==> config.mk <==
export PLATFORM = sky130hd
export DESIGN_NAME = query_engine
export DESIGN_NICKNAME = d
export VERILOG_FILES = /design/src/hw/sorted_lists_pkg.sv /design/src/hw/query_engine.sv
export SDC_FILE = /design/constraint.sdc
export NUM_CORES = 2
export LEC_CHECK = 0
export BUFFER_PORTS_ARGS = -buffer_cell sky130_fd_sc_hd__buf_2
export CORE_MARGIN = 2
export CORE_UTILIZATION = 30
export DETAILED_ROUTE_END_ITERATION = 8
export GPL_ROUTABILITY_DRIVEN = 0
export GPL_TIMING_DRIVEN = 0
export PLACE_DENSITY = 0.49
export SETUP_SLACK_MARGIN = 0.2
export SLEW_MARGIN = 20
export SYNTH_ARGS = -nofsm -noshare
export SYNTH_HDL_FRONTEND = slang
export SYNTH_SLANG_ARGS = --single-unit
==> constraint.sdc <==
create_clock -name clk -period 14.57 [get_ports clk]
set_clock_uncertainty 0.1 [all_clocks]
set_input_delay 0.7285 -clock clk [delete_from_list [all_inputs] [get_ports clk]]
set_output_delay 0.7285 -clock clk [all_outputs]
set_load 0.03 [all_outputs]
==> src/hw/sorted_lists_pkg.sv <==
// Shared types for the sorted list engine, referenced by scoped name from every RTL block
package sorted_lists_pkg;

  // Sort key and payload of one entry
  typedef logic [63:0] key_t;
  typedef logic [31:0] size_t;

  // List identifier, up to 64 lists
  typedef logic [5:0] id_t;

  // Position in ascending key order, 0 is the smallest key
  typedef logic [7:0] level_t;

  // Number of valid entries in one list
  typedef logic [7:0] listsize_t;

  // Update opcodes
  typedef enum logic [1:0] {
    OP_CLEAR   = 2'b00,
    OP_ADD     = 2'b01,
    OP_DELETE  = 2'b10,
    OP_REPLACE = 2'b11
  } upt_op_t;

  // Update command as seen on the input port
  typedef struct packed {
    id_t     id;
    upt_op_t op;
    key_t    key;
    size_t   size;
  } upt_cmd_t;

  // One slot of a list, a list is an array of these
  typedef struct packed {
    logic  vld;
    key_t  key;
    size_t size;
  } entry_t;

  // Query command
  typedef struct packed {
    id_t    id;
    level_t level;
  } qry_cmd_t;

  // Query response, payload fields are zero on error
  typedef struct packed {
    id_t       id;
    key_t      key;
    size_t     size;
    logic      error;
    listsize_t listsize;
  } qry_resp_t;

  // Empty-list notification, echoes the triggering command
  typedef struct packed {
    id_t   id;
    key_t  key;
    size_t size;
  } ntf_t;

endpackage

==> src/hw/query_engine.sv <==
// Query pipeline: reads a list, ranks entries by key and returns the one at the requested level
`timescale 1ns/1ps

module query_engine #(
  parameter int num_entries = 8
) (
  input  logic                                       clk,
  input  logic                                       rst,
  // Query input
  input  logic                                       qry_vld,
  input  sorted_lists_pkg::qry_cmd_t                 qry,
  // Table read port 1
  output sorted_lists_pkg::id_t                      rd1_addr,
  input  sorted_lists_pkg::entry_t [num_entries-1:0] rd1_data,
  // Response
  output logic                                       qry_resp_vld,
  output sorted_lists_pkg::qry_resp_t                qry_resp
);

  // Stage 0 holds the query during the table read
  logic                        q0_vld;
  sorted_lists_pkg::qry_cmd_t  q0_cmd;
  // Stage 1 lines up with rd1_data
  logic                        q1_vld;
  sorted_lists_pkg::qry_cmd_t  q1_cmd;

  // Position of each slot in key order
  sorted_lists_pkg::listsize_t rank [num_entries];
  sorted_lists_pkg::listsize_t vld_cnt;
  logic                        hit;
  sorted_lists_pkg::entry_t    sel;
  sorted_lists_pkg::qry_resp_t resp;

  // Stage valids
  always_ff @(posedge clk) begin
    if (rst) begin
      q0_vld <= 1'b0;
      q1_vld <= 1'b0;
    end else begin
      q0_vld <= qry_vld;
      q1_vld <= q0_vld;
    end
  end

  // Stage payloads
  always_ff @(posedge clk) begin
    if (qry_vld) begin
      q0_cmd <= qry;
    end
    if (q0_vld) begin
      q1_cmd <= q0_cmd;
    end
  end

  assign rd1_addr = q0_cmd.id;

  // Rank = valid entries with a smaller key, plus equal keys in a lower slot
  // Ties resolved by slot so valid ranks are unique
  always_comb begin
    for (int i = 0; i < num_entries; i++) begin
      rank[i] = '0;
      for (int j = 0; j < num_entries; j++) begin
        if (rd1_data[j].vld &&
            ((rd1_data[j].key < rd1_data[i].key) ||
             ((rd1_data[j].key == rd1_data[i].key) && (j < i)))) begin
          rank[i] = rank[i] + sorted_lists_pkg::listsize_t'(1);
        end
      end
    end
  end

  // Occupancy count and level select
  always_comb begin
    vld_cnt = '0;
    hit     = 1'b0;
    sel     = '0;
    for (int i = 0; i < num_entries; i++) begin
      vld_cnt = vld_cnt + sorted_lists_pkg::listsize_t'(rd1_data[i].vld);
      // At most one valid slot carries a given rank
      if (rd1_data[i].vld && (rank[i] == q1_cmd.level)) begin
        hit = 1'b1;
        sel = rd1_data[i];
      end
    end
  end

  // Response fields, zeroed on a miss apart from the id
  always_comb begin
    resp.id       = q1_cmd.id;
    resp.key      = sel.key;
    resp.size     = sel.size;
    resp.error    = !hit;
    resp.listsize = hit ? vld_cnt : '0;
  end

  // Registered response
  always_ff @(posedge clk) begin
    if (rst) begin
      qry_resp_vld <= 1'b0;
    end else begin
      qry_resp_vld <= q1_vld;
    end
  end

  always_ff @(posedge clk) begin
    if (q1_vld) begin
      qry_resp <= resp;
    end
  end

endmodule

### Yosys cells after proc, flatten, opt, wreduce, memory -nomap -nowiden

Index checks and enable logic that the tools add are counted.

* input bits: 793
* logic and storage cells: 356
* register bits after elaboration: 142

* reductions and logical operators: 101
* $add $sub $neg: 63
* mux-type cells: 80
* equal/unequal tests: 36
* order comparisons: 64

Operators by type and width (count)
* $lt A64 B64 Y1: 64
* $eq A64 B64 Y1: 28
* $mux W96: 8
* $mux W8: 54
* $add A8 B1 Y8 const B: 49
* $logic_and A1 B1 Y1: 72
* $eq A8 B8 Y1: 8
* $logic_or A1 B1 Y1: 28
* $mux W1: 16
* $add A1 B1 Y2 const B: 5
* $add A7 B1 Y8: 1
* $add A6 B1 Y7: 1
* $add A5 B1 Y6: 1
* $add A4 B1 Y5: 1
* $add A3 B1 Y4: 1
* $add A3 B1 Y4 const B: 1
* $add A2 B1 Y3: 1
* $add A2 B1 Y3 const B: 1
* $mux W3: 1
* $add A1 B1 Y2: 1
* $mux W2: 1
* $logic_not A1 Y1: 1

### Longest topological paths before layout

* depth after elaboration: 28
* mapped depth: 46
* depth with buffers taken out: 43

### Worst setup path before layout

Ideal clock, no wire load.

* path kind: in2reg
* from: input port rd1_data[227] in the netlist's numbering
* to: register qry_resp[92] in the netlist's numbering, data pin
* slack: 6320 ps
* cell stages on the path: 46
* buffers on the path: 3
* data required time: 14198 ps
* setup time: 272 ps
* arrival: 7877 ps
* cells stage by stage: inv_1 > ha_1 > nor2b_1 > o21a_1 > o21ai_0 > nand2b_1 > a21oi_1 > nor2b_1 > o21ai_0 > nand2b_1 > a21oi_1 > nor3_1 > o21ai_0 > o2111ai_1 > a211o_1 > a211o_1 > nand3_1 > inv_1 > [... 10 more ...] > o21a_1 > ha_1 > mux2i_1 > nor2_1 > ha_1 > and3_1 > nand2_1 > xor2_1 > xnor2_1 > or4b_1 > and4b_1 > buf_2 > nor3b_2 > buf_6 > buf_2 > a221o_1 > a21oi_1 > o221ai_1

RTL lines
* from (decl): line query_engine.sv:14 `input sorted_lists_pkg::entry_t [num_entries-1:0] rd1_data,`
* to (signal assigned): line query_engine.sv:107 `qry_resp <= resp;`
* to (decl): line query_engine.sv:17 `output sorted_lists_pkg::qry_resp_t qry_resp`

==> results.json <==
{
  "status": "complete, no violations",
  "grt-busiest-layer": "met2",
  "p_leak_nw": 32.2,
  "portBuffers": 905,
  "finalCritPeriodShare_pct": 81.0,
  "drtIter0Drc": 9012,
  "drv_cap": 0,
  "max_slew_margin_pct": 8.14,
  "cts_setup_buffers": 0,
  "synth_common_cells": "ha_1, a21oi_1, nand2_1",
  "viasPerCell": 6.42,
  "startpoint": "rd1_data[774]",
  "synthesis.area_um2": 56500,
  "cpMaxStageDelayCell": "nand4bb_1",
  "yosysWarnings": 0,
  "reg2reg_to": "qry_resp[80]",
  "pre_cts_ws_ns": 2.66,
  "synth_most_common_cell": "ha_1",
  "grt_first_pass_wirelength_mm": 508,
  "cts_root_buf": "clkbuf_16",
  "rsz0062_at_grt": "false",
  "seqCellArea_um2": 4120,
  "reg2reg_depth": 10,
  "die_area_um2": 192000,
  "hold_class": "in2reg",
  "synth_edf_count": 135,
  "htree_levels": 4,
  "wl_per_cell_um": 35.6,
  "ys.flop_type": "edfxtp_1",
  "grt_pass1_vias": 63600,
  "slowest_delay_ns": 1.03,
  "post_layout_nonfiller_instances": 10700,
  "cts_hold_buffers": 0,
  "crit_path_max_fanout": 10,
  "setup-tns-final_ns": 0,
  "drt_wl_total_mm": 381,
  "syn_area_per_cell_um2": 7.88,
  "clk-insertion-delay-late_ns": 0.57,
  "antenna_found_initial": 77,
  "vdd_drop_max_mv": 0.0810,
  "power_mw": 3.15,
  "yosys.area.top_type": "ha_1",
  "dp.cells": 10600,
  "met3_usage_pct": 10.2,
  "setup_ws_ns": 2.76,
  "cts_sinks": 138,
  "cp.arrival_ns": 11.98,
  "grt_use_met2_pct": 55.1,
  "setup_viol": 0,
  "drc": 0,
  "fmax_mhz": 84.7,
  "path_common_cell": "ha_1",
  "grt_usage_pct": 37.9,
  "synth.top_cell.area_share_pct": 40.8,
  "dr.pass1.iters": 9,
  "worstReg2RegStart": "q1_cmd[0]",
  "rrSetupSlack_ns": 8.96,
  "design.core.area_um2": 187000,
  "nNetsFinal": 10800,
  "yosys_register_bits": 138,
  "cp-endpoint": "qry_resp[80]",
  "grt.met1_usage_pct": 47.2,
  "seq_area_frac_synth_pct": 7.28,
  "cts_buffers": 17,
  "worstMarginPinSlew_ns": 1.36,
  "syn_inst": 7165,
  "grt_max_degree": 46,
  "start_util_pct": 30.1,
  "critPathKind": "in2reg",
  "placementRows": 159,
  "layout-area-overhead-vs-synth_pct": 16.1,
  "fillCellCount": 20000,
  "critPathLaunchType": "input port",
  "cp_data_required_time_ns": 14.75,
  "drv_slew": 0,
  "die_h_um": 438,
  "cts_resized": 0,
  "hold_violations": 0,
  "ys_types": 102,
  "hpwl_mm": 314,
  "drtAntennaViolNets": 0,
  "synthArstFlopShare_pct": 0,
  "min_period_ns": 11.81,
  "dieWidth_um": 438,
  "fin_util_pct": 35.0,
  "tritoncts": "yes",
  "synth.top_cells.by_area": "ha_1, edfxtp_1, a21oi_1",
  "power_density_nw_per_um2": 48.1,
  "vias": 68600,
  "crit_path_end_kind": "register",
  "clk_pin_slew_ns": 0.09,
  "multi_input_area_um2": 49600,
  "drive_gt1_share_pct": 14.3,
  "io_pins": 911,
  "cts_buffer_depth": 2,
  "grt_overflow_total": 0
}
state kept, by name, summed over array words and instances, names as in the netlist:
| name | flops |
|---|---|
| q0_cmd | 8 |
| q0_vld | 1 |
| q1_cmd | 14 |
| q1_vld | 1 |
| qry_resp | 107 |
| qry_resp_vld | 1 |
| rd1_addr | 6 |
worst min path at each step:
| stage | startpoint | slack, ns | end | cells past startpoint |
|---|---|---|---|---|
| final | qry[9] | 0.23 | rd1_addr[1] | 1 |
| after floorplan | q0_cmd[0] | 0.30 | q1_cmd[0] | 0 |
| after CTS | qry[9] | 0.20 | rd1_addr[1] | 1 |
| after global placement | q1_cmd[10] | 0.30 | qry_resp[107] | 0 |
| after detailed placement | q1_cmd[8] | 0.30 | qry_resp[105] | 0 |
| after global routing | qry[9] | 0.20 | rd1_addr[1] | 1 |
worst max-delay path, delay by kind of cell:
kind                     cells  cell delay [ns]
AO/OA/AOI/OAI                8             2.55
AND/OR/NAND/NOR             11             4.10
buffers and inverters        5             2.11
XOR/XNOR                     2             0.89
adder cells (fa/ha/maj)      5             1.51
metrics by stage:
step / instance area (um^2) / hold WS, ns
3_3_place_gp: 64100 / 0.302
2_1_floorplan: 56500 / 0.300
6_report: 65500 / 0.228
4_1_cts: 65400 / 0.200
5_1_grt: 65500 / 0.204
3_5_place_dp: 64800 / 0.305
cell usage in the layout, fill, tap and decap left out, types with 35 or more instances in the layout:
cell type  instances
ha_1            1842
buf_2            944
a21oi_1          775
nand2_1          631
inv_1            585
o21ai_0          410
nand4_1          374
nor2_1           309
nand3_1          225
a21o_1           187
edfxtp_1         135
nor3_1           112
o21ai_1           85
a221oi_1          83
a221o_1           80
a22o_1            79
a211oi_1          77
o211ai_1          71
nand2b_1          68
nor2b_1           65
xnor2_1           58
diode_2           56
clkbuf_1          51
o21a_1            50
nor4_1            49
buf_4             42
and4_1            41
a21boi_0          40
mux2i_1           40
clkbuf_2          36
and3_1            35
area by class of cell:
| type | count | share of cell area [%] |
|---|---|---|
| Sequential cell | 138 | 6.28 |
| Buffer | 158 | 1.24 |
| Multi-Input combinational cell | 6283 | 75.7 |
| Clock buffer | 17 | 0.649 |
| Tap cell | 2495 | 4.76 |
| Inverter | 589 | 3.37 |
| Timing Repair Buffer | 935 | 7.50 |
| Clock inverter | 14 | 0.248 |
| Antenna cell | 56 | 0.214 |
logic make-up after synthesis:
kind of cell	Yosys count	share of synthesized area, %
xor+xnor	98	1.95
mux	46	0.829
fa+ha+maj	1847	41.0
buf+inv	747	5.27
other cells	1	0.00664
flops	138	7.28
simple gates	2081	18.7
compound gates	2207	25.0
layer usage:
metal / up-vias / share of wire [%] / routed length (um)
li1: 29700 / - / -
met1: 32900 / 38 / 146000
met2: 4787 / 41 / 155000
met3: 1212 / 12 / 44800
met4: 24 / 9.1 / 34700
met5: - / 0.042 / 158
where the power goes:
part	leakage, nW	switching (mW)	internal [mW]
sequential	1.11	0.00944	0.456
clock	0.281	0.267	0.255
combinational	30.8	1.40	0.758
total	32.2	1.68	1.47
Power figures use the tool's default switching activity.
