==> src/hw/sorted_lists_pkg.sv <==
// Shared types for the sorted list engine, referenced by scoped name from every RTL block
package sorted_lists_pkg;

  // Sort key and payload of one entry
  typedef logic [63:0] key_t;
  typedef logic [31:0] size_t;

  // List identifier, up to 64 lists
  typedef logic [5:0] id_t;

  // Position in ascending key order, 0 is the smallest key
  typedef logic [7:0] level_t;

  // Number of valid entries in one list
  typedef logic [7:0] listsize_t;

  // Update opcodes
  typedef enum logic [1:0] {
    OP_CLEAR   = 2'b00,
    OP_ADD     = 2'b01,
    OP_DELETE  = 2'b10,
    OP_REPLACE = 2'b11
  } upt_op_t;

  // Update command as seen on the input port
  typedef struct packed {
    id_t     id;
    upt_op_t op;
    key_t    key;
    size_t   size;
  } upt_cmd_t;

  // One slot of a list, a list is an array of these
  typedef struct packed {
    logic  vld;
    key_t  key;
    size_t size;
  } entry_t;

  // Query command
  typedef struct packed {
    id_t    id;
    level_t level;
  } qry_cmd_t;

  // Query response, payload fields are zero on error
  typedef struct packed {
    id_t       id;
    key_t      key;
    size_t     size;
    logic      error;
    listsize_t listsize;
  } qry_resp_t;

  // Empty-list notification, echoes the triggering command
  typedef struct packed {
    id_t   id;
    key_t  key;
    size_t size;
  } ntf_t;

endpackage

==> src/hw/update_engine.sv <==
// Update pipeline: captures CLEAR/ADD/DELETE/REPLACE, executes against the table row, writes back
`timescale 1ns/1ps

module update_engine #(
  parameter int num_entries = 8
) (
  input  logic                                       clk,
  input  logic                                       rst,
  // Command input, one per cycle when upt_vld is high
  input  logic                                       upt_vld,
  input  sorted_lists_pkg::upt_cmd_t                 upt,
  // Table read port 0
  output sorted_lists_pkg::id_t                      rd0_addr,
  input  sorted_lists_pkg::entry_t [num_entries-1:0] rd0_data,
  // Table write port
  output logic                                       wr_en,
  output sorted_lists_pkg::id_t                      wr_addr,
  output sorted_lists_pkg::entry_t [num_entries-1:0] wr_data,
  // Error and notification outputs
  output logic                                       upt_error_vld,
  output sorted_lists_pkg::id_t                      upt_error_id,
  output logic                                       ntf_vld,
  output sorted_lists_pkg::ntf_t                     ntf
);

  // Slot index width
  localparam int idx_w = $clog2(num_entries);

  // Stage 0 holds the command while the table read is in flight
  logic                                       s0_vld;
  sorted_lists_pkg::upt_cmd_t                 s0_cmd;
  // Stage 1 lines up with rd0_data and executes
  logic                                       s1_vld;
  sorted_lists_pkg::upt_cmd_t                 s1_cmd;

  // Slot search results
  logic                                       has_free;
  logic                                       has_match;
  logic [idx_w-1:0]                           free_idx;
  logic [idx_w-1:0]                           match_idx;
  sorted_lists_pkg::listsize_t                vld_cnt;

  // Execution results
  logic                                       err;
  logic                                       empty_ntf;
  sorted_lists_pkg::entry_t [num_entries-1:0] nxt;

  // Stage valids
  always_ff @(posedge clk) begin
    if (rst) begin
      s0_vld <= 1'b0;
      s1_vld <= 1'b0;
    end else begin
      s0_vld <= upt_vld;
      s1_vld <= s0_vld;
    end
  end

  // Stage payloads, loaded only with a live command
  always_ff @(posedge clk) begin
    if (upt_vld) begin
      s0_cmd <= upt;
    end
    if (s0_vld) begin
      s1_cmd <= s0_cmd;
    end
  end

  // Table read issued from stage 0
  assign rd0_addr = s0_cmd.id;

  // Find first free slot, first matching slot, and the occupancy
  always_comb begin
    has_free  = 1'b0;
    has_match = 1'b0;
    free_idx  = '0;
    match_idx = '0;
    vld_cnt   = '0;
    // Walk from the top so the lowest slot is left standing
    for (int i = num_entries - 1; i >= 0; i--) begin
      if (!rd0_data[i].vld) begin
        has_free = 1'b1;
        free_idx = idx_w'(i);
      end
      if (rd0_data[i].vld && (rd0_data[i].key == s1_cmd.key)) begin
        has_match = 1'b1;
        match_idx = idx_w'(i);
      end
      vld_cnt = vld_cnt + sorted_lists_pkg::listsize_t'(rd0_data[i].vld);
    end
  end

  // Opcode execution, builds the new row
  always_comb begin
    nxt       = rd0_data;
    err       = 1'b0;
    empty_ntf = 1'b0;
    case (s1_cmd.op)
      sorted_lists_pkg::OP_CLEAR: begin
        // Whole list gone, always notify
        nxt       = '0;
        empty_ntf = 1'b1;
      end
      sorted_lists_pkg::OP_ADD: begin
        // Full list has no free slot
        err           = !has_free;
        nxt[free_idx] = '{vld: 1'b1, key: s1_cmd.key, size: s1_cmd.size};
      end
      sorted_lists_pkg::OP_DELETE: begin
        err                = !has_match;
        nxt[match_idx].vld = 1'b0;
        // Last entry removed
        empty_ntf          = has_match && (vld_cnt == sorted_lists_pkg::listsize_t'(1));
      end
      sorted_lists_pkg::OP_REPLACE: begin
        // Key stays, size is overwritten
        err                 = !has_match;
        nxt[match_idx].size = s1_cmd.size;
      end
    endcase
  end

  // Write-back, an error leaves the list untouched
  assign wr_en   = s1_vld && !err;
  assign wr_addr = s1_cmd.id;
  assign wr_data = nxt;

  // Output strobes
  always_ff @(posedge clk) begin
    if (rst) begin
      upt_error_vld <= 1'b0;
      ntf_vld       <= 1'b0;
    end else begin
      upt_error_vld <= s1_vld && err;
      ntf_vld       <= s1_vld && empty_ntf;
    end
  end

  // Output payloads
  always_ff @(posedge clk) begin
    if (s1_vld && err) begin
      upt_error_id <= s1_cmd.id;
    end
    if (s1_vld && empty_ntf) begin
      ntf <= '{id: s1_cmd.id, key: s1_cmd.key, size: s1_cmd.size};
    end
  end

endmodule

==> config.mk <==
export PLATFORM = sky130hd
export DESIGN_NAME = update_engine
export DESIGN_NICKNAME = d
export VERILOG_FILES = /design/src/hw/sorted_lists_pkg.sv /design/src/hw/update_engine.sv
export SDC_FILE = /design/constraint.sdc
export NUM_CORES = 2
export LEC_CHECK = 0
export BUFFER_PORTS_ARGS = -buffer_cell sky130_fd_sc_hd__buf_4
export CORE_AREA = 2 2 702 704
export DETAILED_ROUTE_END_ITERATION = 8
export DIE_AREA = 0 0 704 706
export SLEW_MARGIN = 20
export SYNTH_ARGS = -nofsm -noshare
export SYNTH_HDL_FRONTEND = slang
export SYNTH_SLANG_ARGS = --single-unit
==> constraint.sdc <==
create_clock -name clk -period 10.53 [get_ports clk]
set_input_delay 1.053 -clock clk [delete_from_list [all_inputs] [get_ports clk]]
set_output_delay 1.053 -clock clk [all_outputs]
set_load 0.1 [all_outputs]
---- Yosys cells after proc, flatten, opt, wreduce, memory -nomap -nowiden ----
Index checks and enable logic that the tools add are counted.
storage, ports and cells
  output and inout bits ................... 899
  bits of input ports ..................... 883
  register bits after elaboration ......... 320
cells by class
  $add $sub $neg .......................... 7
  equality and inequality tests ........... 12
  muxes and demuxes ....................... 44
  order comparisons ....................... 4
  reduce and logical (&&, ||, !) cells .... 19
operators by type and width
  cell                                                                   count
  776-bit case mux with 4 select lines                                   1
  776-bit bitwise mux                                                    3
  97-bit demux with 3-bit select                                         3
  64-bit == test                                                         8
  97-bit 2-to-1 mux                                                      2
  3-bit 2-to-1 mux                                                       16
  32-bit 2-to-1 mux                                                      1
  1-bit 2-to-1 mux                                                       16
  1-bit logical AND                                                      14
  7-bit by 1-bit adder with 8-bit output                                 1
  8-bit by 1-bit == test with 1-bit output, second input constant        1
  3-bit by 4-bit < comparator with 1-bit output, second input constant   2
  6-bit by 1-bit adder with 7-bit output                                 1
  5-bit by 1-bit adder with 6-bit output                                 1
  3-bit by 1-bit >= comparator with 1-bit output, second input constant  2
  4-bit by 1-bit adder with 5-bit output                                 1
  3-bit by 1-bit adder with 4-bit output                                 1
  2-bit == test, second input constant                                   2
  1-bit case mux with 2 select lines                                     2
  2-bit by 1-bit adder with 3-bit output                                 1
  1-bit logical NOT                                                      3
  1-bit by 1-bit adder with 2-bit output                                 1
  2-bit by 1-bit == test with 1-bit output, second input constant        1
  2-bit logical NOT                                                      1
  2-bit OR reduction                                                     1

---- Longest topological paths before layout ----
  word-level depth ........................ 16
  gate-level depth with buffers ........... 14

---- Least setup slack after synthesis ----
Ideal clock, no wire load.
  kind .................................... input port to flip-flop
  start point ............................. input port rd0_data[96] in the netlist's numbering
  end point ............................... register ntf[0] in the netlist's numbering, enable pin
  library setup time ...................... 0.473 ns
  stages .................................. 14
  data required time ...................... 10.057 ns
  setup slack ............................. 4.036 ns
  data arrival time ....................... 6.021 ns
  path through ............................ fa_1 > inv_1 > fa_1 > fa_1 > inv_1 > ha_1 > inv_1 > fa_1 > inv_1 > nand3_1 > o21ai_0 > nand3_1 > o21ai_0 > and3_1
on the way
  longest elaborated chain between the ends .. 5
  elaborated cells on any way between the ends .. 7
  those cells by class .................... add/sub: 1; eq/ne: 1; mux: 2; reduce/logical: 3
ends and longest elaborated chain
  item                                                                                 RTL line                                   text
  start: declaration                                                                   update_engine.sv:14                        input sorted_lists_pkg::entry_t [num_entries-1:0] rd0_data,
  7-bit by 1-bit adder with 8-bit output / 1-bit logical AND (equally long branches)   update_engine.sv:89, update_engine.sv:85
  8-bit by 1-bit == test with 1-bit output / 1-bit 2-to-1 mux (equally long branches)  update_engine.sv:113, update_engine.sv:85
  1-bit logical AND (*)                                                                update_engine.sv:113                       empty_ntf = has_match && (vld_cnt == sorted_lists_pkg::listsize_t'(1));
  1-bit case mux with 2 select lines (*)                                               update_engine.sv:98                        case (s1_cmd.op)
  1-bit logical AND (*)                                                                update_engine.sv:144                       if (s1_vld && empty_ntf) begin
  end signal: assignment                                                               update_engine.sv:145                       ntf <= '{id: s1_cmd.id, key: s1_cmd.key, size: s1_cmd.size};
  end: declaration                                                                     update_engine.sv:23                        output sorted_lists_pkg::ntf_t ntf
Mark *: on every way between the ends. The rest lies on a longest branch, timed or not.
A chain may end at the register's enable or synchronous reset.

==> metrics.csv <==
stage,metric,value,unit
placed_design,dpl cell area,52900,sq um
yosys,ys async rst share,0,%
finish,Final Instance Count excl. Fillers,11900,
cts,# H-tree levels,2,
sta,fin crit period,8450,ps
global_routing,GR Util All Layers,22.4,%
placed_design,Post-DP HPWL,500,mm
global_routing,vias in the first global route,39700,
cts,Clock Root Buffer,clkbuf_16,
cts,total CTS buffers,47,
sta,Tcrit/Tclk final,80.3,%
cts,cts repair resizes,0,
cts,"Clk pin slew, worst setup/hold paths",80,ps
sta,sum of negative setup slack,0,ps
job,maxcap violations,0,
yosys,Post-synth EDFFs,316,
yosys,post-synth cell types,71,
yosys,Syn Inst Count,3719,
min_path,Hold Path Class,reg2reg,
yosys,synthesized netlist net count,4609,
cts,Max Root-Sink Buffers,3,
setup_path,Setup Crit Path Kind,reg2out,
die,# rows,257,
yosys,top_reg_cell synth,edfxtp_1,
placed_design,routability cong.,1.05,
detailed_routing,Post-Route WL,584,mm
power,Power per Cell Area,158,nW/um^2
sta,Max Slew Vio Count,0,
die,die height,706,microns
cts,CTS tree,built,
setup_path,arrival time worst endpoint,7400,ps
yosys,sequential cell area fraction in the yosys report,30.6,%
sta,unrepaired setup endpoints after global routing,false,
sta,worst hold margin,398,ps
min_path,hold path depth,0,
global_routing,aggregate global routing overflow,0,
detailed_routing,TritonRoute pass-1 iters,6,
setup_path,Startpoint Class,flop,
global_routing,global-route wire length before repair,677,mm
cts,hold_buf cts,0,
sta,Post-Route Skew,50.7,ps
global_routing,largest net degree at the start of global routing,98,
detailed_routing,Iter 0 DRT Violations,6384,
detailed_routing,DRC errors left,0,
detailed_routing,Wirelength per Cell,49.2,microns
detailed_routing,vias per inst,3.82,
detailed_routing,"antenna viol nets, final",0,
yosys,Synth Cell Area,31200,sq um
die,Die ar.,497000,sq um
die,Initial Util,6.38,%
die,Placeable Area,489000,sq um
yosys,yosys warns,0,
cts,latest clock arrival within the worst-skew pair,730,ps
setup_path,Critical Path RT,9480,ps
yosys,Yosys reg bits,320,
sta,final setup fails,0,
finish,Final nets,6187,
power,Peak VDD IR,0.162,mV
setup_path,R2R Setup Slk,3290,ps
finish,Layout area overhead,75.2,%
detailed_routing,via count,45400,
placed_design,port bufs,1781,
min_path,Hold EP,s1_cmd[5],
sta,Hold Fails Final Rpt,0,
power,Lkg Pwr,21.7,nW
cts,Clock Sinks,320,
placed_design,DP Cell Count,11700,
finish,share of layout cells above drive strength 1,40.1,%
setup_path,CP Max Fanout,34,
setup_path,worst-case reg-to-reg path depth,12,
setup_path,CP Capture Type,output port,
global_routing,initial antenna violation count,320,
die,DIE WIDTH,704,microns
run_status,status,"finished, final reports clean",
finish,final instance area,54700,sq um
die,Boundary Pins,1782,
cts,post-CTS setup buffers,0,
setup_path,FF-to-FF Start,s1_cmd[65],
sta,Rel. slew slack,4.50,%
sta,worst-margin pin slew,1400,ps
setup_path,FF-to-FF End,ntf[56],
min_path,Hold Path Origin,s0_cmd[5],
sta,FMAX,118,MHz
yosys,Synth Area per Inst,8.40,sq um
## kinds of logic (layout without fill, tap and decap cells)
group | after synthesis | count (layout) | share of synthesized area [%]
AO/OA/AOI/OAI | 1377 | 1377 | 31.8
XOR/XNOR | 400 | 400 | 11.2
adder cells (fa/ha/maj) | 7 | 7 | 0.377
buffers and inverters | 551 | 2166 | 7.08
flip-flops | 320 | 320 | 30.6
multiplexers | 160 | 160 | 5.13
other | 0 | 81 | 0
AND/OR/NAND/NOR | 904 | 904 | 13.7
## cells in the mapped netlist, types with 21 or more instances
cell type / number / area (sq um)
a21oi_1: 74 / 370
a22o_1: 356 / 3120
a22oi_1: 258 / 1940
a31oi_1: 96 / 601
a32o_1: 32 / 320
buf_1: 73 / 274
buf_2: 37 / 185
clkbuf_1: 353 / 1330
edfxtp_1: 316 / 9490
inv_1: 67 / 251
mux2i_1: 160 / 1600
nand2_1: 418 / 1570
nand2b_1: 71 / 444
nand3_1: 56 / 280
nand4_1: 94 / 588
nor2_1: 116 / 435
nor2b_1: 50 / 313
nor4_1: 55 / 344
o21ai_0: 303 / 1520
o21ai_1: 21 / 105
o22ai_1: 57 / 357
o2bb2ai_1: 98 / 858
xnor2_1: 290 / 2540
xor2_1: 110 / 963
## worst max-delay path, cell delays in order (launching register included)
cell and delay, ps:
edfxtp_1 340, buf_4 400, buf_4 490, inv_1 150, a2111oi_0 620, o2111ai_1 200, a2111oi_0 1200, nand4_1 740
nand4_1 550, a2111oi_4 90, buf_4 360, a21oi_4 240, buf_4 540, o2bb2ai_1 210, buf_4 330
## per-stage QoR
step	utilization [%]	setup slack [ps]	total power, mW
2_1_floorplan	-	4040	4.46
3_3_place_gp	10.8	2860	6.92
3_5_place_dp	10.8	2820	6.90
4_1_cts	11.1	1980	8.71
5_1_grt	11.2	2150	8.79
6_report	11.2	2080	8.62
## sequential cells by signal, summed over array words and instances, names as in the netlist
name and flops:
s1_cmd 98, upt_error_vld 1, ntf 102, s0_vld 1, ntf_vld 1, s1_vld 1
s0_cmd 98, wr_addr 6, rd0_addr 6, upt_error_id 6
## placed cells by master, fill, tap and decap left out, types with 15 or more instances in the layout
cell type,n
buf_4,1994
nand2_1,411
a22o_1,356
edfxtp_1,316
o21ai_0,301
xnor2_1,289
a22oi_1,258
mux2i_1,160
xor2_1,110
nor2_1,108
o2bb2ai_1,98
a31oi_1,96
nand4_1,94
diode_2,81
a21oi_1,70
nand2b_1,69
inv_1,66
o22ai_1,57
nand3_1,56
nor4_1,52
nor2b_1,49
clkbuf_16,48
a32o_1,32
o21ai_1,21
o2111ai_1,20
a2111oi_0,17
buf_12,15
## metal layers
layer,vias to the layer above,wire length [microns],GRT usage (%)
met1,23400,247000,28.6
met4,192,20500,6.20
met2,3705,246000,33.6
met3,807,69900,10.3
li1,17300,-,-
met5,-,1200,0
## where the power goes
part	total, mW	internal (mW)	switching (mW)
combinational	5.28	1.03	4.25
sequential	1.58	1.48	0.0978
clock	1.76	0.940	0.824
total	8.62	3.45	5.18
## cell type report
cell class / count / area (sq um)
Timing Repair Buffer: 2011 / 15300
Tap cell: 6475 / 8100
Fill cell: 56400 / 434000
Clock inverter: 33 / 324
Clock buffer: 53 / 1220
Antenna cell: 81 / 203
Sequential cell: 320 / 9570
Inverter: 69 / 269
Multi-Input combinational cell: 2848 / 19700
## worst max path at each step
| stage | from | to | slack [ps] |
|---|---|---|---|
| CTS | s1_cmd[41] | wr_data[297] | 1980 |
| finish | s1_cmd[65] | wr_data[700] | 2080 |
| global route | s1_cmd[87] | wr_data[710] | 2150 |
| global placement | s1_cmd[41] | wr_data[297] | 2860 |
| detailed placement | s1_cmd[41] | wr_data[297] | 2820 |
| floorplan | rd0_data[96] | ntf[0] | 4040 |
Note: power is estimated with default switching activity, not from simulation.
